===== config.mk =====
export PLATFORM = sky130hd
export DESIGN_NAME = vstore_sequencer
export DESIGN_NICKNAME = d
export VERILOG_FILES = /design/src/common/vstore_pkg.sv /design/src/store_unit/vstore_sequencer.sv
export SDC_FILE = /design/constraint.sdc
export NUM_CORES = 1
export LEC_CHECK = 0
export ABC_CLOCK_PERIOD_IN_PS = 14500
export BUFFER_PORTS_ARGS = -buffer_cell sky130_fd_sc_hd__buf_2
export CORE_AREA = 4 4 267 269
export DETAILED_ROUTE_END_ITERATION = 10
export DIE_AREA = 0 0 271 273
export HOLD_SLACK_MARGIN = 0.05
export PLACE_DENSITY = 0.73
export SLEW_MARGIN = 30
export SYNTH_ARGS = -nofsm -noshare
export SYNTH_HDL_FRONTEND = slang
export SYNTH_SLANG_ARGS = --single-unit

===== constraint.sdc =====
create_clock -name clk -period 14.5 [get_ports clk]
set_input_delay 2.175 -clock clk [delete_from_list [all_inputs] [get_ports clk]]
set_output_delay 2.175 -clock clk [all_outputs]
set_load 0.02 [all_outputs]

===== src/common/vstore_pkg.sv =====
// shared types for the vector store path
// VLEN is fixed at 128, the element width comes from the opcode alone
// lmul codes other than 0, 1 and 2 are treated as a single register
package vstore_pkg;

    localparam int addr_bits     = 8;
    localparam int lanes         = 4;
    localparam int lane_bits     = 2;
    localparam int word_bits     = 32;
    localparam int group_bits    = 512;
    localparam int fifo_depth    = 4;
    localparam int fifo_ptr_bits = 2;

    // up to 16 beats per store, four elements each
    localparam int idx_bits = 4;

    // lmul codes with their own register count
    localparam logic [2:0] lmul_m2 = 3'd1;
    localparam logic [2:0] lmul_m4 = 3'd2;

    typedef logic [word_bits-1:0]          word_t;
    typedef logic [addr_bits-1:0]          addr_t;
    typedef logic [4:0]                    stride_t;
    typedef logic [group_bits-1:0]         vgroup_t;
    typedef logic [idx_bits-1:0]           beat_idx_t;
    typedef logic [idx_bits+lane_bits-1:0] elem_idx_t;

    typedef enum logic [2:0] {
        vse8   = 3'd0,
        vse16  = 3'd1,
        vse32  = 3'd2,
        vsse8  = 3'd4,
        vsse16 = 3'd5,
        vsse32 = 3'd6
    } store_op_e;

    typedef struct packed {
        store_op_e  op;
        logic [2:0] lmul;
        addr_t      addr;
        stride_t    stride;
        vgroup_t    data;
    } store_cmd_t;

    // one write to all four banks, lane k goes to bank k
    typedef struct packed {
        addr_t [lanes-1:0] addr;
        word_t [lanes-1:0] data;
        logic              last;
    } store_beat_t;

    typedef enum logic {
        st_idle,
        st_emit
    } seq_state_e;

endpackage


===== src/store_unit/vstore_sequencer.sv =====
// one store command at a time, the next start is taken only after write_done
// strided elements are sign-extended to 32 bits, addresses wrap at 256
`timescale 1ns/1ps

module vstore_sequencer import vstore_pkg::*; (
    input  logic        clk,
    input  logic        nrst,
    input  logic        start,
    input  store_cmd_t  cmd,
    input  logic        full,
    output logic        busy,
    output logic        push,
    output store_beat_t beat,
    input  logic        write_done
);

    seq_state_e state;
    store_cmd_t cmd_q;
    beat_idx_t  idx;
    beat_idx_t  last_idx;
    logic       busy_q;
    logic       accept;

    // number of beats minus one
    function automatic beat_idx_t decode_last(store_cmd_t c);
        beat_idx_t per_reg;
        beat_idx_t regs;
        case (c.op)
            vsse8:   per_reg = 4;
            vsse16:  per_reg = 2;
            default: per_reg = 1;
        endcase
        case (c.lmul)
            lmul_m2: regs = 2;
            lmul_m4: regs = 4;
            default: regs = 1;
        endcase
        return beat_idx_t'(per_reg * regs - 1);
    endfunction

    function automatic addr_t lane_addr(store_cmd_t c, elem_idx_t j);
        case (c.op)
            vsse8, vsse16, vsse32: return addr_t'(c.addr + j * c.stride);
            default:               return addr_t'(c.addr + j);
        endcase
    endfunction

    // unit stride moves raw words, strided moves one element per lane
    function automatic word_t lane_word(store_cmd_t c, elem_idx_t j);
        logic [7:0]  b;
        logic [15:0] h;
        b = c.data[j*8 +: 8];
        h = c.data[j*16 +: 16];
        case (c.op)
            vsse8:   return {{24{b[7]}}, b};
            vsse16:  return {{16{h[15]}}, h};
            default: return c.data[j*32 +: 32];
        endcase
    endfunction

    // busy drops together with the done pulse
    assign busy   = busy_q && !write_done;
    assign accept = start && !busy;
    assign push   = (state == st_emit) && !full;

    always_comb begin
        beat.last = (idx == last_idx);
        for (int k = 0; k < lanes; k++) begin
            beat.addr[k] = lane_addr(cmd_q, {idx, lane_bits'(k)});
            beat.data[k] = lane_word(cmd_q, {idx, lane_bits'(k)});
        end
    end

    always_ff @(posedge clk) begin
        if (!nrst) begin
            state  <= st_idle;
            idx    <= '0;
            busy_q <= 1'b0;
        end else begin
            if (write_done) begin
                busy_q <= 1'b0;
            end
            case (state)
                st_idle: begin
                    if (accept) begin
                        state  <= st_emit;
                        idx    <= '0;
                        busy_q <= 1'b1;
                    end
                end
                st_emit: begin
                    // hold the index while the FIFO is full
                    if (push) begin
                        if (idx == last_idx) begin
                            state <= st_idle;
                        end else begin
                            idx <= idx + 1'b1;
                        end
                    end
                end
                default: state <= st_idle;
            endcase
        end
    end

    always_ff @(posedge clk) begin
        if (accept) begin
            cmd_q    <= cmd;
            last_idx <= decode_last(cmd);
        end
    end

endmodule


After elaboration in Yosys (flattened, before gate mapping)
Index checks and enable logic that the tools add are counted.
W data, S select, Z words.
- word-level logic and storage cells: 78
- input port bits: 536
- flip-flop bits (word level): 538
- output and inout bits: 163
- muxes and demuxes: 23
- bitwise logic cells: 1
- add/sub/neg operators: 10
- multipliers: 5
- shift-type cells: 12
- equality and inequality tests: 11
- reduce and logical (&&, ||, !) cells: 8
- operators with widths (cell ; number):
    $shiftx A512 B10 Y8 ; 4
    $shiftx A512 B11 Y16 ; 4
    $shiftx A512 B12 Y32 ; 4
    $pmux W32 S2 ; 4
    $add A8 B6 Y8 ; 4
    $add A8 B8 Y8 ; 4
    $mux W8 ; 4
    $mux W4 ; 5
    $mul A6 B5 Y8 ; 2
    $eq A3 B3 Y1 const B ; 5
    $pmux W3 S2 ; 2
    $pmux W4 S2 ; 1
    $mul A5 B5 Y7 ; 1
    $mul A4 B5 Y6 ; 1
    $mux W1 ; 6
    $ne A2 B2 Y1 const B ; 3
    $add A4 B1 Y4 const B ; 1
    $eq A4 B4 Y1 ; 1
    $mul A4 B4 Y4 ; 1
    $sub A4 B1 Y4 const B ; 1
    $eq A3 B1 Y1 const B ; 1
    $eq A3 B2 Y1 const B ; 1
    $logic_and A1 B1 Y1 ; 3
    $logic_not A1 Y1 ; 3
    other kinds (4) ; 4

Longest topological paths before layout
- depth in word-level cells: 7
- gate-level depth with buffers: 22
- depth with buffers taken out: 15

Worst setup path after synthesis
Ideal clock, no wire load.
- kind: input to register
- start: in write_done
- end: reg state
- buffers on the path: 0
- required time: 14.391 ns
- library setup time: 0.109 ns
- stages: 5
- slack: 0.885 ns
- data arrival time: 13.507 ns
- path through: nand2b_1 nand2_1 inv_1 o21ai_0 a21oi_1
- cells in the longest elaborated chain, start to end: 6
- RTL lines (what ; RTL line ; text):
    start: declaration ; vstore_sequencer.sv:14 ; input logic write_done
    $logic_not A1 Y1 ; vstore_sequencer.sv:62 ; assign busy = busy_q && !write_done;
    $logic_and A1 B1 Y1 ; vstore_sequencer.sv:62 ;
    $logic_not A1 Y1 ; vstore_sequencer.sv:63 ; assign accept = start && !busy;
    $logic_and A1 B1 Y1 ; vstore_sequencer.sv:63 ;
    named net accept ; vstore_sequencer.sv:22 ; logic accept;
    $mux W1 ; vstore_sequencer.sv:85 ; if (accept) begin
    $pmux W1 S2 ; vstore_sequencer.sv:83 ; case (state)
    end signal: assignment ; vstore_sequencer.sv:76 ; state <= st_idle;
    end signal: assignment ; vstore_sequencer.sv:86 ; state <= st_emit;
    end signal: assignment ; vstore_sequencer.sv:95 ; state <= st_idle;
    end: declaration ; vstore_sequencer.sv:17 ; seq_state_e state;
The timed path passes the listed nets, and every way through them passes these cells.
A chain may end at the register's enable or synchronous reset.

==> flow_summary_export.csv <==
group,metric,value,unit
status,outcome,"finished clean",
timing,clock.fmax,0.1334,GHz
global_route,grt_max_degree,143,
cts,clk_pin_slew,0.06,ns
layout,drive_gt1_share,52.45,%
timing,slew_headroom,36.69,%
cts,cts_setup_buffers,0,
layout,fin_cells,3384,
drt,viasPerCell,6.275,
timing,tightest_slew,0.9496,ns
timing,final-max-slew-violation-count,0,
drt,drc,0,
global_route,grt_pass1_wl,146300,µm
drt,dr_wl_met3,10940,µm
setup_path,crit_fanout,47,
setup_path,reg2reg_from,"busy_q$_SDFF_PN0_",
die,coreArea,68590,µm²
synthesis,synth_area,31400,µm²
drt,wl_met1,36640,µm
layout,fin_nets,3001,
synthesis,async_flop_share,0,%
setup_path,cp-end-kind,"output pin",
cts,cts_resized,0,
setup_path,endpoint,"beat[160]",
synthesis,postSynthAreaPerCell,18.20,µm²
global_route,first_global_vias,21770,
cts,ctsHtreeMaxLevel,2,
synthesis,synth_cells,1725,
placed_design,placed_cells,3232,
drt,dr_wl_met2,49740,µm
setup_path,crit-reg2reg-capture,"cmd_q[243]$_DFFE_PP_",
timing,skew,0.05904,ns
placed_design,portBuffers,698,
placed_design,dpl.hpwl,76080,µm
timing,setup-violations-final,0,
power,cellPowerDensity,110.7,nW/µm²
timing,hold_viol,0,
timing,min_period,7.498,ns
die,fp.dieH,273,µm
power,vdd_ir_drop_max,0.09356,mV
cts,cts_tree,"yes",
drt,routed_wl,101500,µm
die,ios,699,
die,dieWidth,271,µm
setup_path,reg2reg_slack,11.35,ns
cts,cts_buffers,59,
cts,cts.sinks,538,
drt,routed.top_layer,"met5",
run,drv_cap,0,
synthesis,synthDistinctLibCells,48,
timing,rsz0062_at_grt,"false",
timing,tns,0,ns
drt,wl_per_cell,29.98,µm
drt,drtIter0Drc,2535,
global_route,track_usage,26.66,%
drt,vias,21240,
synthesis,synth_nets,2360,
synthesis,synth_ff_type,"edfxtp_1",
setup_path,arrival,5.32,ns
global_route,antenna_found_initial,66,
cts,ctsHoldBuffers,0,
die,num_rows,96,
synthesis,synth_edf_count,532,
cts,clk_latency,0.66,ns
drt,drtAntennaViolNets,0,
synthesis,seq_area_frac_synth,51.26,%
synthesis,synth_seq_cells,538,
power,p_leak,14.03,nW
timing,min_period_over_period,51.71,%
setup_path,startpoint_type,"flip-flop",
setup_path,crit_type,"reg -> out",
worst_hold_path,hp-class,"reg -> reg",
setup_path,critical_path.startpoint,"idx[2]$_SDFFE_PN0P_",
cts,root_buffer,"clkbuf_16",
placed_design,gp_congestion,0.9151,
setup_path,r2r_cells,5,
cts,cts_buffer_depth,3,
synthesis,ys_warn_count,0,
die,die_area,73980,µm²
layout,synthToLayoutAreaGrowth,20.47,%
die,initial_utilization,45.78,%
global_route,overflow,0,
setup_path,required,12.32,ns
drt,first_pass_iters,5,
## state kept, by name (all words and copies together), names as in the netlist
signal    cells
busy_q        1
last_idx      4
idx           4
state         1
cmd_q       528
## critical path, cell delays in order (launching register included)
cell and delay (ns):
dfxtp_4 0.45, buf_4 0.65, nand2_1 0.23, fa_1 0.61, fa_1 0.46, fa_1 0.52, inv_1 0.04, ha_1 0.21
a211oi_1 0.30, o21bai_1 0.13, a21oi_1 0.16, xnor3_1 0.40, a21oi_1 0.19, xnor2_1 0.13, buf_2 0.19
## metal layers
layer | global-route usage (%) | vias to the layer above
met5 | 0 | -
met4 | 10.69 | 32
met3 | 7.568 | 254
met2 | 43.10 | 1370
met1 | 34.41 | 10920
li1 | - | 8656
## worst min path at each step
stage                            startpoint                 to  cells past startpoint
after global placement    busy_q$_SDFF_PN0_  busy_q$_SDFF_PN0_                      2
after detailed placement  busy_q$_SDFF_PN0_  busy_q$_SDFF_PN0_                      2
final                     busy_q$_SDFF_PN0_  busy_q$_SDFF_PN0_                      2
after global routing      busy_q$_SDFF_PN0_  busy_q$_SDFF_PN0_                      2
after floorplan           busy_q$_SDFF_PN0_  busy_q$_SDFF_PN0_                      2
after CTS                 busy_q$_SDFF_PN0_  busy_q$_SDFF_PN0_                      2
## layout make-up
type                    count  area, µm²
flip-flops and latches    538      16110
diodes                     41      102.6
well taps                 931       1165
clock inverters            36      409.1
repair buffers            730       3910
multi-input cells         971      14350
fillers                  5345      30760
clock buffers              71       1521
inverters                  66      255.2
## per-stage QoR
stage | area, µm² | utilization (%) | total power, W | setup WS [ns] | hold WS (ns)
CTS | 37610 | 54.83 | 0.004207 | 6.757 | 0.5294
global placement | 35590 | 51.89 | 0.002679 | 7.536 | 0.5125
global route | 37800 | 55.11 | 0.004338 | 6.633 | 0.5679
finish | 37830 | 55.15 | 0.004186 | 7.002 | 0.5291
floorplan | 31400 | - | 0.002434 | 0.8847 | 0.4876
detailed placement | 35680 | 52.02 | 0.002695 | 7.418 | 0.5128
## placed cells by master, fill, tap and decap left out, types with 32 or more instances in the layout
cell,n
mux2i_1,33
fa_1,37
buf_2,698
nand2_1,39
ha_1,62
inv_1,63
mux4_2,412
a21o_1,82
clkbuf_16,59
nor2_1,55
diode_2,41
edfxtp_1,532
xnor2_1,32
a221o_1,60
## report_power, final
part           switching (W)  internal, W
registers          0.0000843      0.00183
logic               0.000404     0.000356
clock network       0.000639     0.000873
## cells in the mapped netlist (17+ instances only)
| cell type | number | share of area, % |
|---|---|---|
| buf_2 | 45 | 0.72 |
| a21o_1 | 82 | 2.0 |
| a221o_1 | 60 | 1.9 |
| xor2_1 | 17 | 0.47 |
| inv_1 | 64 | 0.77 |
| nand2_1 | 39 | 0.47 |
| ha_1 | 62 | 2.5 |
| mux2i_1 | 33 | 1.1 |
| mux4_2 | 412 | 30 |
| clkbuf_1 | 75 | 0.90 |
| a21oi_1 | 31 | 0.49 |
| nor2_1 | 55 | 0.66 |
| edfxtp_1 | 532 | 51 |
| mux2_2 | 25 | 0.90 |
| xnor2_1 | 32 | 0.89 |
| fa_1 | 37 | 2.4 |
## cell families after synthesis
group	synth area share, %
buf+inv	3.072
fa+ha+maj	4.829
compound gates	5.260
flops	51.26
simple gates	1.837
mux	32.08
xor+xnor	1.658
(Power assumes the default switching activity.)
