**config.mk**
```make
export PLATFORM = sky130hd
export DESIGN_NAME = beat_fifo
export DESIGN_NICKNAME = d
export VERILOG_FILES = /design/src/common/vstore_pkg.sv /design/src/design/beat_fifo.sv
export SDC_FILE = /design/constraint.sdc
export NUM_CORES = 1
export LEC_CHECK = 0
export ABC_CLOCK_PERIOD_IN_PS = 14200
export BUFFER_PORTS_ARGS = -buffer_cell sky130_fd_sc_hd__buf_2
export CAP_MARGIN = 15
export CORE_ASPECT_RATIO = 1.25
export CORE_UTILIZATION = 61
export CTS_CLUSTER_DIAMETER = 80
export DETAILED_ROUTE_END_ITERATION = 10
export PLACE_DENSITY = 0.82
export SKIP_LAST_GASP = 1
export SYNTH_ARGS = -nofsm -noshare
export SYNTH_HDL_FRONTEND = slang
export SYNTH_SLANG_ARGS = --single-unit
export TNS_END_PERCENT = 1
```
**constraint.sdc**
```tcl
create_clock -name clk -period 14.2 [get_ports clk]
set_input_delay 2.84 -clock clk [delete_from_list [all_inputs] [get_ports clk]]
set_output_delay 2.84 -clock clk [all_outputs]
set_load 0.05 [all_outputs]
```
**src/common/vstore_pkg.sv**
```systemverilog
// shared types for the vector store path
// VLEN is fixed at 128, the element width comes from the opcode alone
// lmul codes other than 0, 1 and 2 are treated as a single register
package vstore_pkg;

    localparam int addr_bits     = 8;
    localparam int lanes         = 4;
    localparam int lane_bits     = 2;
    localparam int word_bits     = 32;
    localparam int group_bits    = 512;
    localparam int fifo_depth    = 4;
    localparam int fifo_ptr_bits = 2;

    // up to 16 beats per store, four elements each
    localparam int idx_bits = 4;

    // lmul codes with their own register count
    localparam logic [2:0] lmul_m2 = 3'd1;
    localparam logic [2:0] lmul_m4 = 3'd2;

    typedef logic [word_bits-1:0]          word_t;
    typedef logic [addr_bits-1:0]          addr_t;
    typedef logic [4:0]                    stride_t;
    typedef logic [group_bits-1:0]         vgroup_t;
    typedef logic [idx_bits-1:0]           beat_idx_t;
    typedef logic [idx_bits+lane_bits-1:0] elem_idx_t;

    typedef enum logic [2:0] {
        vse8   = 3'd0,
        vse16  = 3'd1,
        vse32  = 3'd2,
        vsse8  = 3'd4,
        vsse16 = 3'd5,
        vsse32 = 3'd6
    } store_op_e;

    typedef struct packed {
        store_op_e  op;
        logic [2:0] lmul;
        addr_t      addr;
        stride_t    stride;
        vgroup_t    data;
    } store_cmd_t;

    // one write to all four banks, lane k goes to bank k
    typedef struct packed {
        addr_t [lanes-1:0] addr;
        word_t [lanes-1:0] data;
        logic              last;
    } store_beat_t;

    typedef enum logic {
        st_idle,
        st_emit
    } seq_state_e;

endpackage

```
**src/design/beat_fifo.sv**
```systemverilog
// four-entry beat FIFO, head is visible the cycle after the push
// push while full and pop while empty are not expected
`timescale 1ns/1ps

module beat_fifo import vstore_pkg::*; (
    input  logic        clk,
    input  logic        nrst,
    input  logic        push,
    input  store_beat_t din,
    input  logic        pop,
    output store_beat_t dout,
    output logic        full,
    output logic        empty
);

    store_beat_t              mem [fifo_depth];
    logic [fifo_ptr_bits-1:0] wr_ptr;
    logic [fifo_ptr_bits-1:0] rd_ptr;
    logic [fifo_ptr_bits:0]   count;

    assign dout  = mem[rd_ptr];
    assign full  = (count == fifo_depth);
    assign empty = (count == '0);

    always_ff @(posedge clk) begin
        if (!nrst) begin
            wr_ptr <= '0;
            rd_ptr <= '0;
            count  <= '0;
        end else begin
            if (push) begin
                wr_ptr <= wr_ptr + 1'b1;
            end
            if (pop) begin
                rd_ptr <= rd_ptr + 1'b1;
            end
            // push and pop together leave the count alone
            case ({push, pop})
                2'b10:   count <= count + 1'b1;
                2'b01:   count <= count - 1'b1;
                default: count <= count;
            endcase
        end
    end

    // storage
    always_ff @(posedge clk) begin
        if (push) begin
            mem[wr_ptr] <= din;
        end
    end

endmodule

```
# After elaboration in Yosys (flattened, before gate mapping)
# Memory sizes are Yosys's and may differ from the RTL's. A register that Yosys moved wholly into a read port is not among the register bits.
# Index checks and enable logic that the tools add are counted.
# totals
in_bits	165
out_inout_bits	163
word_cells	18
ramBits	644
ff_bits	7
memories	1
# mem_list
name	depth	width	read_ports	rd_clocked_by_memory_dff	wr	line	text
mem	4	161	1	1	1	beat_fifo.sv:16	store_beat_t mem [fifo_depth];
# op_classes
n_reduce_logical	2
mux	5
eq_ne	3
add_sub_neg	4
# ops
operator	count
case mux 3 bit (2 select lines)	1
adder 2 x 1 -> 2 bit (second input constant)	2
two-way mux 2 bit	2
adder 3 x 1 -> 3 bit (second input constant)	1
== test 3 bit (second input constant)	1
zero test 3 bit	1
subtractor 3 x 1 -> 3 bit (second input constant)	1
== test 2 x 1 -> 1 bit (second input constant)	1
== test 2 bit (second input constant)	1
two-way mux 1 bit	2
nonzero test 2 bit	1

# Logic depth before layout (Yosys ltp)
# Gate-level depths: netlist of run 1.
# depth
ltp_word	3
ltp_mapped	7
ltp_nobuf	7

# Least setup slack after synthesis of run 1
# Ideal clock, no wire load.
# synth_path
path_type	input-to-reg
start	input port push
end	memory mem[0][0] (netlist bit) (enable)
required_ns	13.660
arrival_time_ns	6.508
n_path_buf	0
path_slack_ns	7.152
setup_time_ns	0.540
path_stages	1
path_cell_list	and2_1
# synth_between
elab_chain_cells	2
# synth_lines
item	line	text
start: declaration	beat_fifo.sv:8	input logic push,
two-way mux 1 bit	beat_fifo.sv:48	if (push) begin
two-way mux 1 bit (not written as such)	beat_fifo.sv:49	mem[wr_ptr] <= din;
end: declaration	beat_fifo.sv:16	
# Every way passes these cells.

==> flow_metrics.py, run 1 <==
metrics = {
    "power": {
        "power.density_nw_per_um2": 158,
        "internal-power_mw": 3.27,
        "leakage_nw": 9.25,
        "power_frac_comb_pct": 13.8,
        "design_power_total_mw": 4.38,
        "switching_share_pct": 25.3,
        "worst_vdd_drop_mv": 0.186,
        "clock_power_share_pct": 34.9,
        "share_seq_of_total_power_pct": 51.3,
        "power_switching_mw": 1.11,
    },
    "place": {
        "place_congestion": 0.749,
        "post-place-cells": 1683,
        "dp_hpwl_um": 25900,
        "post_dp_cell_area_um2": 25800,
        "placement.setup.worst_slack_ps": 7860,
        "numPortBuffers": 327,
    },
    "synth": {
        "syn-num-nets": 1058,
        "ys_ff_latch": 653,
        "synth.top_cell.area_share_pct": 81.8,
        "synthesis.instances": 887,
        "synth_top_cells_by_area": "sky130_fd_sc_hd__edfxtp_1, sky130_fd_sc_hd__mux4_2, sky130_fd_sc_hd__dfxtp_1",
        "mappedNetlistArea_um2": 23700,
        "synth_warnings": 0,
        "synth_cell_type_count": 20,
        "syn_area_per_cell_um2": 26.7,
        "netlist.top_cell.by_area": "sky130_fd_sc_hd__edfxtp_1",
        "synth_seq_area_share_pct": 82.5,
    },
    "floorplan": {
        "die_w_um": 178,
        "fp.dieArea_um2": 39600,
        "floorplan.core_area_um2": 38200,
        "floorplan.initialDensity_pct": 61.9,
        "io_pins": 328,
        "chipHeight_um": 222,
        "placementRows": 80,
    },
    "clock_tree": {
        "clock_latency_ps": 570,
        "cts_repair_resizes": 0,
        "cts_tree": "built",
        "cts_root_buf": "sky130_fd_sc_hd__clkbuf_16",
        "clock_tree.htree_level_count": 2,
        "cts.reportedPaths.clkPinSlew_ps": 60,
        "cts-root-to-sink-buffers": 3,
        "clock_sink_count": 653,
        "cts-buffers-inserted": 56,
        "cts-hold-fix-buffers": 0,
        "post_cts_buffers": 0,
    },
    "cells_and_area": {
        "layout.area.seq_um2": 19500,
        "postLayoutCoreUtil_pct": 72.3,
        "most-common-layout-cells": "sky130_fd_sc_hd__edfxtp_1, sky130_fd_sc_hd__buf_2, sky130_fd_sc_hd__mux4_2",
        "multiInputGateArea_um2": 3880,
        "final_net_count": 1420,
        "nFillCells": 2160,
        "mostFrequentLayoutCell": "sky130_fd_sc_hd__edfxtp_1",
        "area_delta_synth_final_pct": 16.9,
        "final_design_area_no_fill_um2": 27700,
        "post_layout_nonfiller_instances": 1798,
        "final_layout_size_suffix_gt1_share_pct": 45.5,
    },
    "detailed_routing": {
        "route.detailed.wl_per_inst_um": 25.1,
        "met2_wirelength_um": 24000,
        "top_layer_used": "met5",
        "postRouteWirelength_um": 45200,
        "via_count": 10600,
        "dr_wl_met3_um": 3520,
        "detailedRoute.firstIterationViolations": 719,
        "drt_drc_violations_left": 0,
        "drt.antenna.violating_nets": 0,
        "detail_route.vias_per_cell": 5.89,
        "routedLengthMet1_um": 16300,
        "dr.pass1.iters": 7,
    },
    "critical_path": {
        "timing.critical_path.from_type": "flop",
        "timing.critical_path.to_type": "output pin",
        "critPathMostFrequentCell": "sky130_fd_sc_hd__buf_4",
        "crit_fanout": 50,
        "slowest_stage": "sky130_fd_sc_hd__dfxtp_4",
        "crit_chain": "buf_4, buf_4, mux4_2, buf_2",
        "critical_path_class": "reg -> out",
        "worstPathArrival_ps": 3960,
        "worstPathRequired_ps": 11360,
        "cpPeakStageDelay_ps": 1050,
        "path_delay_family": "buffers and inverters",
        "critPathBufInv": 3,
    },
    "sta": {
        "final.hold.worst_slack_ps": 550,
        "slew_headroom_pct": 28.7,
        "tightestPinTransition_ps": 1070,
        "layout_setup_ws_ps": 7400,
        "setup_viol_count_final": 0,
        "final_cycle_utilization_of_the_critical_path_pct": 47.9,
        "final_max_slew_viol_count": 0,
        "finClkSkew_ps": 12.0,
        "setup_tns_ps": 0,
        "period_needed_ps": 6800,
        "max_freq_ghz": 0.147,
        "timing.final.hold_violations": 0,
        "unrepaired_setup_endpoints_after_global_routing": "no",
    },
    "run": {
        "number_of_violations_of_the_max_capacitance_limit": 0,
    },
    "outcome": {
        "outcome": "finished, final reports clean",
    },
    "hold_path": {
        "hold_path_class": "reg -> reg",
    },
    "grt": {
        "grt-ovfl-total": 0,
        "track_usage_pct": 23.3,
        "largest_net_degree_at_the_start_of_global_routing": 71,
        "grt_first_pass_wirelength_um": 66700,
        "grt_antenna_before_repair": 11,
        "first_global_vias": 11300,
    },
}
cells by family (layout without fill, tap and decap cells):
kind of cell | Yosys count | after routing | share of synthesized area, %
xor+xnor | 5 | 5 | 0.185
simple gates | 16 | 16 | 0.397
flops | 653 | 653 | 82.5
buf+inv | 42 | 450 | 1.11
other cells | 0 | 11 | 0
mux | 162 | 162 | 15.4
compound gates | 3 | 3 | 0.0741
fa+ha+maj | 6 | 6 | 0.349
final timing paths:
path         cells after the start  slack [ps]           to      start
max reg2reg                      4       11780  mem[0][122]  wr_ptr[0]
min reg2reg                      2         550     count[2]   count[2]
max                              4        7400     dout[85]       flop
min                              2         550     count[2]   count[2]
sequential cells by signal, indices dropped and copies added (netlist names), named ones only:
name and count:
mem 644, rd_ptr 2, count 3, wr_ptr 2
synthesized netlist by cell type:
| cell | instances |
|---|---|
| sky130_fd_sc_hd__edfxtp_1 | 644 |
| sky130_fd_sc_hd__fa_1 | 1 |
| sky130_fd_sc_hd__xnor2_1 | 2 |
| sky130_fd_sc_hd__buf_6 | 11 |
| sky130_fd_sc_hd__nor2b_1 | 1 |
| sky130_fd_sc_hd__clkbuf_1 | 7 |
| sky130_fd_sc_hd__or3_1 | 1 |
| sky130_fd_sc_hd__dfxtp_1 | 9 |
| sky130_fd_sc_hd__nand2_1 | 2 |
| sky130_fd_sc_hd__and2_1 | 10 |
| sky130_fd_sc_hd__nor3_1 | 1 |
| sky130_fd_sc_hd__ha_1 | 5 |
| sky130_fd_sc_hd__mux2i_1 | 1 |
| sky130_fd_sc_hd__xor2_1 | 3 |
| sky130_fd_sc_hd__a21boi_0 | 1 |
| sky130_fd_sc_hd__o21ai_0 | 2 |
| sky130_fd_sc_hd__buf_2 | 18 |
| sky130_fd_sc_hd__and3_1 | 1 |
| sky130_fd_sc_hd__inv_1 | 6 |
| sky130_fd_sc_hd__mux4_2 | 161 |
layer usage:
metal  track usage [%]  vias up
met5                 0        -
met2              39.8      425
met3              5.78       79
li1                  -     4579
met4              9.10        4
met1              28.5     5506
power groups by stage:
stage               clock (mW)  sequential [mW]  combinational [mW]
detailed placement           0             2.29               0.606
finish                    1.53             2.25               0.605
global placement             0             2.28               0.598
global route              1.62             2.26               0.631
CTS                       1.55             2.25               0.611
floorplan                    0             2.28               0.464
worst reg2reg max path: cells and delay by family (launching register included):
kind / cells / cell delay, ps
flops: 1 / 350
simple gates: 1 / 550
fa+ha+maj: 1 / 150
buf+inv: 2 / 930
final cells by class:
cell class / instances / share of cell area, %
diodes: 11 / 0.0995
clock buffers: 71 / 5.35
clock inverters: 33 / 1.35
inverters: 6 / 0.0814
multi-input cells: 192 / 14.0
flip-flops and latches: 653 / 70.6
well taps: 492 / 2.23
repair buffers: 340 / 6.27
(Power assumes the default switching activity.)
==> run 2, diff against run 1 <==
Settings changed: ABC_CLOCK_PERIOD_IN_PS 14200 to 7000, CORE_UTILIZATION 61 to 57, PLACE_DENSITY 0.82 to 0.77.
Clock period 14.2 ns to 7 ns, I/O delays scaled along.
==> run 2 against run 1 <==
Compared with the run above:
- hold slack got worse by 40 ps
- design area is 0.19% higher
- largest power group unchanged
- routed wire length shrank 3.8%
- first-iteration DRC count is 14% higher
==> flow_metrics.py, run 2 (same netlist as run 1, synthesis figures left out) <==
metrics = {
    "cells_and_area": {
        "area_delta_synth_final_pct": 17.2,
        "largest_reg_flops": 644,
        "biggestRegsByFlops": "mem x644, count x3",
        "mostFrequentLayoutCell": "sky130_fd_sc_hd__edfxtp_1",
        "postLayoutCoreUtil_pct": 67.6,
        "post_layout_nonfiller_instances": 1842,
        "final_design_area_no_fill_um2": 27700,
        "most-common-layout-cells": "sky130_fd_sc_hd__edfxtp_1, sky130_fd_sc_hd__buf_2, sky130_fd_sc_hd__mux4_2",
        "final_net_count": 1417,
        "final_layout_size_suffix_gt1_share_pct": 45.5,
        "max_flop_register": "mem",
        "nFillCells": 2522,
    },
    "sta": {
        "tightestPinTransition_ps": 1050,
        "setup_viol_count_final": 0,
        "final_max_slew_viol_count": 0,
        "unrepaired_setup_endpoints_after_global_routing": "no",
        "final_cycle_utilization_of_the_critical_path_pct": 63.9,
        "timing.final.hold_violations": 0,
        "period_needed_ps": 4480,
        "final.hold.worst_slack_ps": 510,
        "layout_setup_ws_ps": 2520,
        "finClkSkew_ps": 11.4,
        "setup_tns_ps": 0,
        "slew_headroom_pct": 30.0,
        "max_freq_ghz": 0.223,
    },
    "floorplan": {
        "io_pins": 328,
        "placementRows": 83,
        "die_w_um": 184,
        "floorplan.initialDensity_pct": 57.7,
        "fp.dieArea_um2": 42300,
        "chipHeight_um": 230,
        "floorplan.core_area_um2": 41000,
    },
    "clock_tree": {
        "cts-buffers-inserted": 57,
        "cts_tree": "built",
        "post_cts_buffers": 0,
        "clock_latency_ps": 590,
        "cts_repair_resizes": 0,
        "cts-root-to-sink-buffers": 3,
        "clock_sink_count": 653,
        "clock_tree.htree_level_count": 2,
        "cts.reportedPaths.clkPinSlew_ps": 60,
        "cts-hold-fix-buffers": 0,
        "cts_root_buf": "sky130_fd_sc_hd__clkbuf_16",
    },
    "critical_path": {
        "crit_fanout": 91,
        "path_delay_family": "flip-flops",
        "worstPathArrival_ps": 3080,
        "slowest_stage": "sky130_fd_sc_hd__dfxtp_4",
        "cpPeakStageDelay_ps": 840,
        "timing.critical_path.from_type": "flop",
        "worstPathRequired_ps": 5600,
        "critPathBufInv": 2,
        "crit_chain": "buf_12, mux4_2, buf_2",
        "critical_path_class": "reg -> out",
        "timing.critical_path.to_type": "output pin",
    },
    "grt": {
        "largest_net_degree_at_the_start_of_global_routing": 162,
        "globalRoute.busiestLayer": "met2",
        "groute.layer.met2.usage_pct": 34.7,
        "grt_antenna_before_repair": 13,
        "track_usage_pct": 20.8,
        "first_global_vias": 11000,
        "met3_usage_pct": 7.35,
        "grt-ovfl-total": 0,
        "grt.met1_usage_pct": 25.8,
        "grt_first_pass_wirelength_um": 64100,
    },
    "power": {
        "power.density_nw_per_um2": 318,
        "leakage_nw": 9.25,
        "worst_vdd_drop_mv": 0.253,
        "share_seq_of_total_power_pct": 51.6,
        "design_power_total_mw": 8.82,
        "switching_share_pct": 25.2,
        "internal-power_mw": 6.60,
        "power_frac_comb_pct": 13.9,
        "clock_power_share_pct": 34.4,
        "power_switching_mw": 2.22,
    },
    "place": {
        "place_congestion": 0.738,
        "post_dp_cell_area_um2": 25900,
        "post-place-cells": 1739,
        "placement.setup.worst_slack_ps": 3050,
        "dp_hpwl_um": 24000,
        "numPortBuffers": 327,
    },
    "detailed_routing": {
        "via_count": 10400,
        "postRouteWirelength_um": 43500,
        "detailedRoute.firstIterationViolations": 817,
        "drt_drc_violations_left": 0,
        "drt.antenna.violating_nets": 0,
        "dr.pass1.iters": 4,
        "route.detailed.wl_per_inst_um": 23.6,
        "detail_route.vias_per_cell": 5.67,
    },
    "run": {
        "number_of_violations_of_the_max_capacitance_limit": 0,
    },
    "hold_path": {
        "hold_path_class": "reg -> reg",
    },
    "outcome": {
        "outcome": "finished, final reports clean",
    },
}
==> run 2: worst paths after layout <==
| kind | startpoint | end | slack, ps | depth (start not counted) |
|---|---|---|---|---|
| hold reg to reg | count[2] | count[2] | 510 | 2 |
| setup / recovery | flop | dout[111] | 2520 | 3 |
| setup reg to reg | wr_ptr[0] | mem[2][118] | 4940 | 4 |
| hold / removal | count[2] | count[2] | 510 | 2 |
==> run 2: routing by layer <==
layer,routed length (um),vias up
li1,-,4547
met1,16200,5407
met2,22500,389
met3,3850,82
met4,839,18
met5,105,-
==> run 2: tightest hold or removal path, stage by stage, from the launching register on <==
cell and delay [ps]:
sky130_fd_sc_hd__dfxtp_1 320, sky130_fd_sc_hd__o21ai_0 70, sky130_fd_sc_hd__a21boi_0 70
==> run 2: power groups by stage <==
stage | Combinational, mW | Clock (mW) | Sequential [mW]
finish | 1.23 | 3.04 | 4.56
global route | 1.28 | 3.25 | 4.57
CTS | 1.24 | 3.11 | 4.56
detailed placement | 1.24 | 0 | 4.64
global placement | 1.23 | 0 | 4.63
floorplan | 0.941 | 0 | 4.63
==> run 2: final cells by class <==
class | instances | area (um2) | share of cell area, %
flip-flops and latches | 653 | 19500 | 70.5
multi-input cells | 192 | 3880 | 14.0
repair buffers | 336 | 1770 | 6.37
clock buffers | 68 | 1510 | 5.45
well taps | 552 | 691 | 2.49
clock inverters | 31 | 305 | 1.10
inverters | 6 | 22.5 | 0.0813
diodes | 4 | 10.0 | 0.0361
==> run 3, diff against run 2 <==
Settings changed: ABC_CLOCK_PERIOD_IN_PS 7000 to 4600.
Clock period 7 ns to 4.6 ns, I/O delays scaled along.
==> run 3 against run 2 <==
Compared with the run above:
- worst setup slack got worse by 1400 ps
- design area rose by 0.80%
- utilization up 0.54 points
- hold slack gained 18 ps
- non-clock buffer count up 6
- clock-buffer cell count increased by 6
- flip-flop and latch count stayed put
- die area did not move
- clock skew up 5.5 ps
- global-route usage is 0.12 points lower
- highest routed layer unchanged
==> flow_metrics.py, run 3 (same netlist as run 1, synthesis figures left out) <==
metrics = {
    "sta": {
        "tightestPinTransition_ps": 804,
        "max_freq_ghz": 0.285,
        "final.hold.worst_slack_ps": 528,
        "final_max_slew_viol_count": 0,
        "slew_headroom_pct": 46.4,
        "setup_viol_count_final": 0,
        "setup_tns_ps": 0,
        "period_needed_ps": 3510,
        "unrepaired_setup_endpoints_after_global_routing": "no",
        "finClkSkew_ps": 16.8,
        "final_cycle_utilization_of_the_critical_path_pct": 76.3,
        "timing.final.hold_violations": 0,
    },
    "detailed_routing": {
        "detail_route.vias_per_cell": 5.68,
        "postRouteWirelength_um": 42700,
        "routedLengthMet1_um": 16100,
        "top_layer_used": "met5",
        "drt_drc_violations_left": 0,
        "drt.antenna.violating_nets": 0,
        "route.detailed.wl_per_inst_um": 23.1,
        "dr.pass1.iters": 4,
        "detailedRoute.firstIterationViolations": 716,
        "dr_wl_met3_um": 3310,
        "via_count": 10500,
        "met2_wirelength_um": 21900,
    },
    "cells_and_area": {
        "most-common-layout-cells": "sky130_fd_sc_hd__edfxtp_1, sky130_fd_sc_hd__buf_2, sky130_fd_sc_hd__mux4_2",
        "post_layout_nonfiller_instances": 1854,
        "final_net_count": 1425,
        "area_delta_synth_final_pct": 18.1,
        "final_layout_size_suffix_gt1_share_pct": 45.2,
        "biggestRegsByFlops": "mem x644, count x3",
        "nFillCells": 2542,
        "mostFrequentLayoutCell": "sky130_fd_sc_hd__edfxtp_1",
        "largest_reg_flops": 644,
        "max_flop_register": "mem",
    },
    "clock_tree": {
        "cts-root-to-sink-buffers": 3,
        "cts.reportedPaths.clkPinSlew_ps": 60,
        "cts_repair_resizes": 0,
        "cts-buffers-inserted": 59,
        "cts_tree": "built",
        "clock_tree.htree_level_count": 2,
        "clock_latency_ps": 600,
        "cts_root_buf": "sky130_fd_sc_hd__clkbuf_16",
        "clock_sink_count": 653,
        "post_cts_buffers": 0,
        "cts-hold-fix-buffers": 0,
    },
    "power": {
        "leakage_nw": 9.34,
        "worst_vdd_drop_mv": 0.344,
        "power.density_nw_per_um2": 485,
    },
    "critical_path": {
        "worstPathRequired_ps": 3680,
        "critical_path_class": "reg -> out",
        "timing.critical_path.from_type": "flop",
        "worst_r2r_startpoint": "wr_ptr[0]",
        "worstPathArrival_ps": 2590,
        "crit_fanout": 45,
        "timing.critical_path.to_type": "output pin",
    },
    "grt": {
        "track_usage_pct": 20.7,
        "grt_first_pass_wirelength_um": 64400,
        "grt-ovfl-total": 0,
        "largest_net_degree_at_the_start_of_global_routing": 89,
        "grt_antenna_before_repair": 14,
        "first_global_vias": 11100,
    },
    "place": {
        "dp_hpwl_um": 25000,
        "place_congestion": 0.731,
        "post-place-cells": 1745,
        "numPortBuffers": 327,
    },
    "floorplan": {
        "floorplan.initialDensity_pct": 57.7,
        "io_pins": 328,
        "floorplan.core_area_um2": 41000,
        "fp.dieArea_um2": 42300,
        "placementRows": 83,
        "die_w_um": 184,
        "chipHeight_um": 230,
    },
    "hold_path": {
        "hold_path_class": "reg -> reg",
        "timing.hold.worst.start": "count[2]",
    },
    "run": {
        "number_of_violations_of_the_max_capacitance_limit": 0,
    },
    "outcome": {
        "outcome": "finished, final reports clean",
    },
}
[run 3: cell types whose count changed in the layout (fill, tap and decap cells not counted)]
cell / before / now
sky130_fd_sc_hd__buf_12: 5 / 13
sky130_fd_sc_hd__clkinv_2: 14 / 7
sky130_fd_sc_hd__clkbuf_1: 9 / 15
sky130_fd_sc_hd__clkinv_1: 8 / 12
sky130_fd_sc_hd__buf_4: 4 / 2
sky130_fd_sc_hd__clkinv_8: 0 / 2
sky130_fd_sc_hd__bufinv_16: 6 / 7
sky130_fd_sc_hd__clkinv_4: 1 / 2
sky130_fd_sc_hd__clkinvlp_4: 1 / 0
sky130_fd_sc_hd__inv_16: 0 / 1
sky130_fd_sc_hd__inv_6: 1 / 0
[run 3: stage by stage]
step                      setup WS, ps  instance area, um2  utilization, %  power [mW]
after global placement            1650               26000            63.5        8.92
after floorplan                   -528               23700               -        8.46
after CTS                          997               27900            68.1        13.7
after global routing               917               27900            68.1        14.0
after detailed placement          1630               26000            63.5        8.96
final                             1090               27900            68.1        13.6
[run 3: layer usage]
| metal | GRT usage, % | vias to the layer above |
|---|---|---|
| met5 | 0 | - |
| met4 | 7.16 | 20 |
| met3 | 5.75 | 97 |
| met2 | 34.8 | 354 |
| met1 | 26.1 | 5468 |
| li1 | - | 4587 |
[run 3: cell type report]
class                      count  area, um2  area share [%]
multi-input combinational    192       3880            13.9
clock buffer                  74       1530            5.49
timing repair buffer         342       1910            6.84
sequential                   653      19500            69.9
inverter                       6       22.5          0.0806
antenna                        4       10.0          0.0358
clock inverter                31        360            1.29
tap                          552        691            2.47
[run 3: report_power, final]
part | leakage, nW | total, mW | switching [mW] | internal (mW)
Sequential | 5.99 | 6.91 | 0.0750 | 6.84
Clock | 0.922 | 4.74 | 1.99 | 2.75
Combinational | 2.42 | 1.90 | 1.34 | 0.563
Total | 9.34 | 13.6 | 3.40 | 10.2
[run 3: worst paths after layout]
check | endpoint | slack [ps] | cells past startpoint
setup reg to reg | mem[1][89] | 2500 | 3
setup / recovery | dout[132] | 1090 | 3
hold reg to reg | count[2] | 530 | 2
hold / removal | count[2] | 530 | 2
[run 3: worst max-delay path, stage by stage, from the launching register on]
cell and delay [ps]:
sky130_fd_sc_hd__dfxtp_4 730, sky130_fd_sc_hd__buf_12 380, sky130_fd_sc_hd__mux4_2 560, sky130_fd_sc_hd__buf_2 240
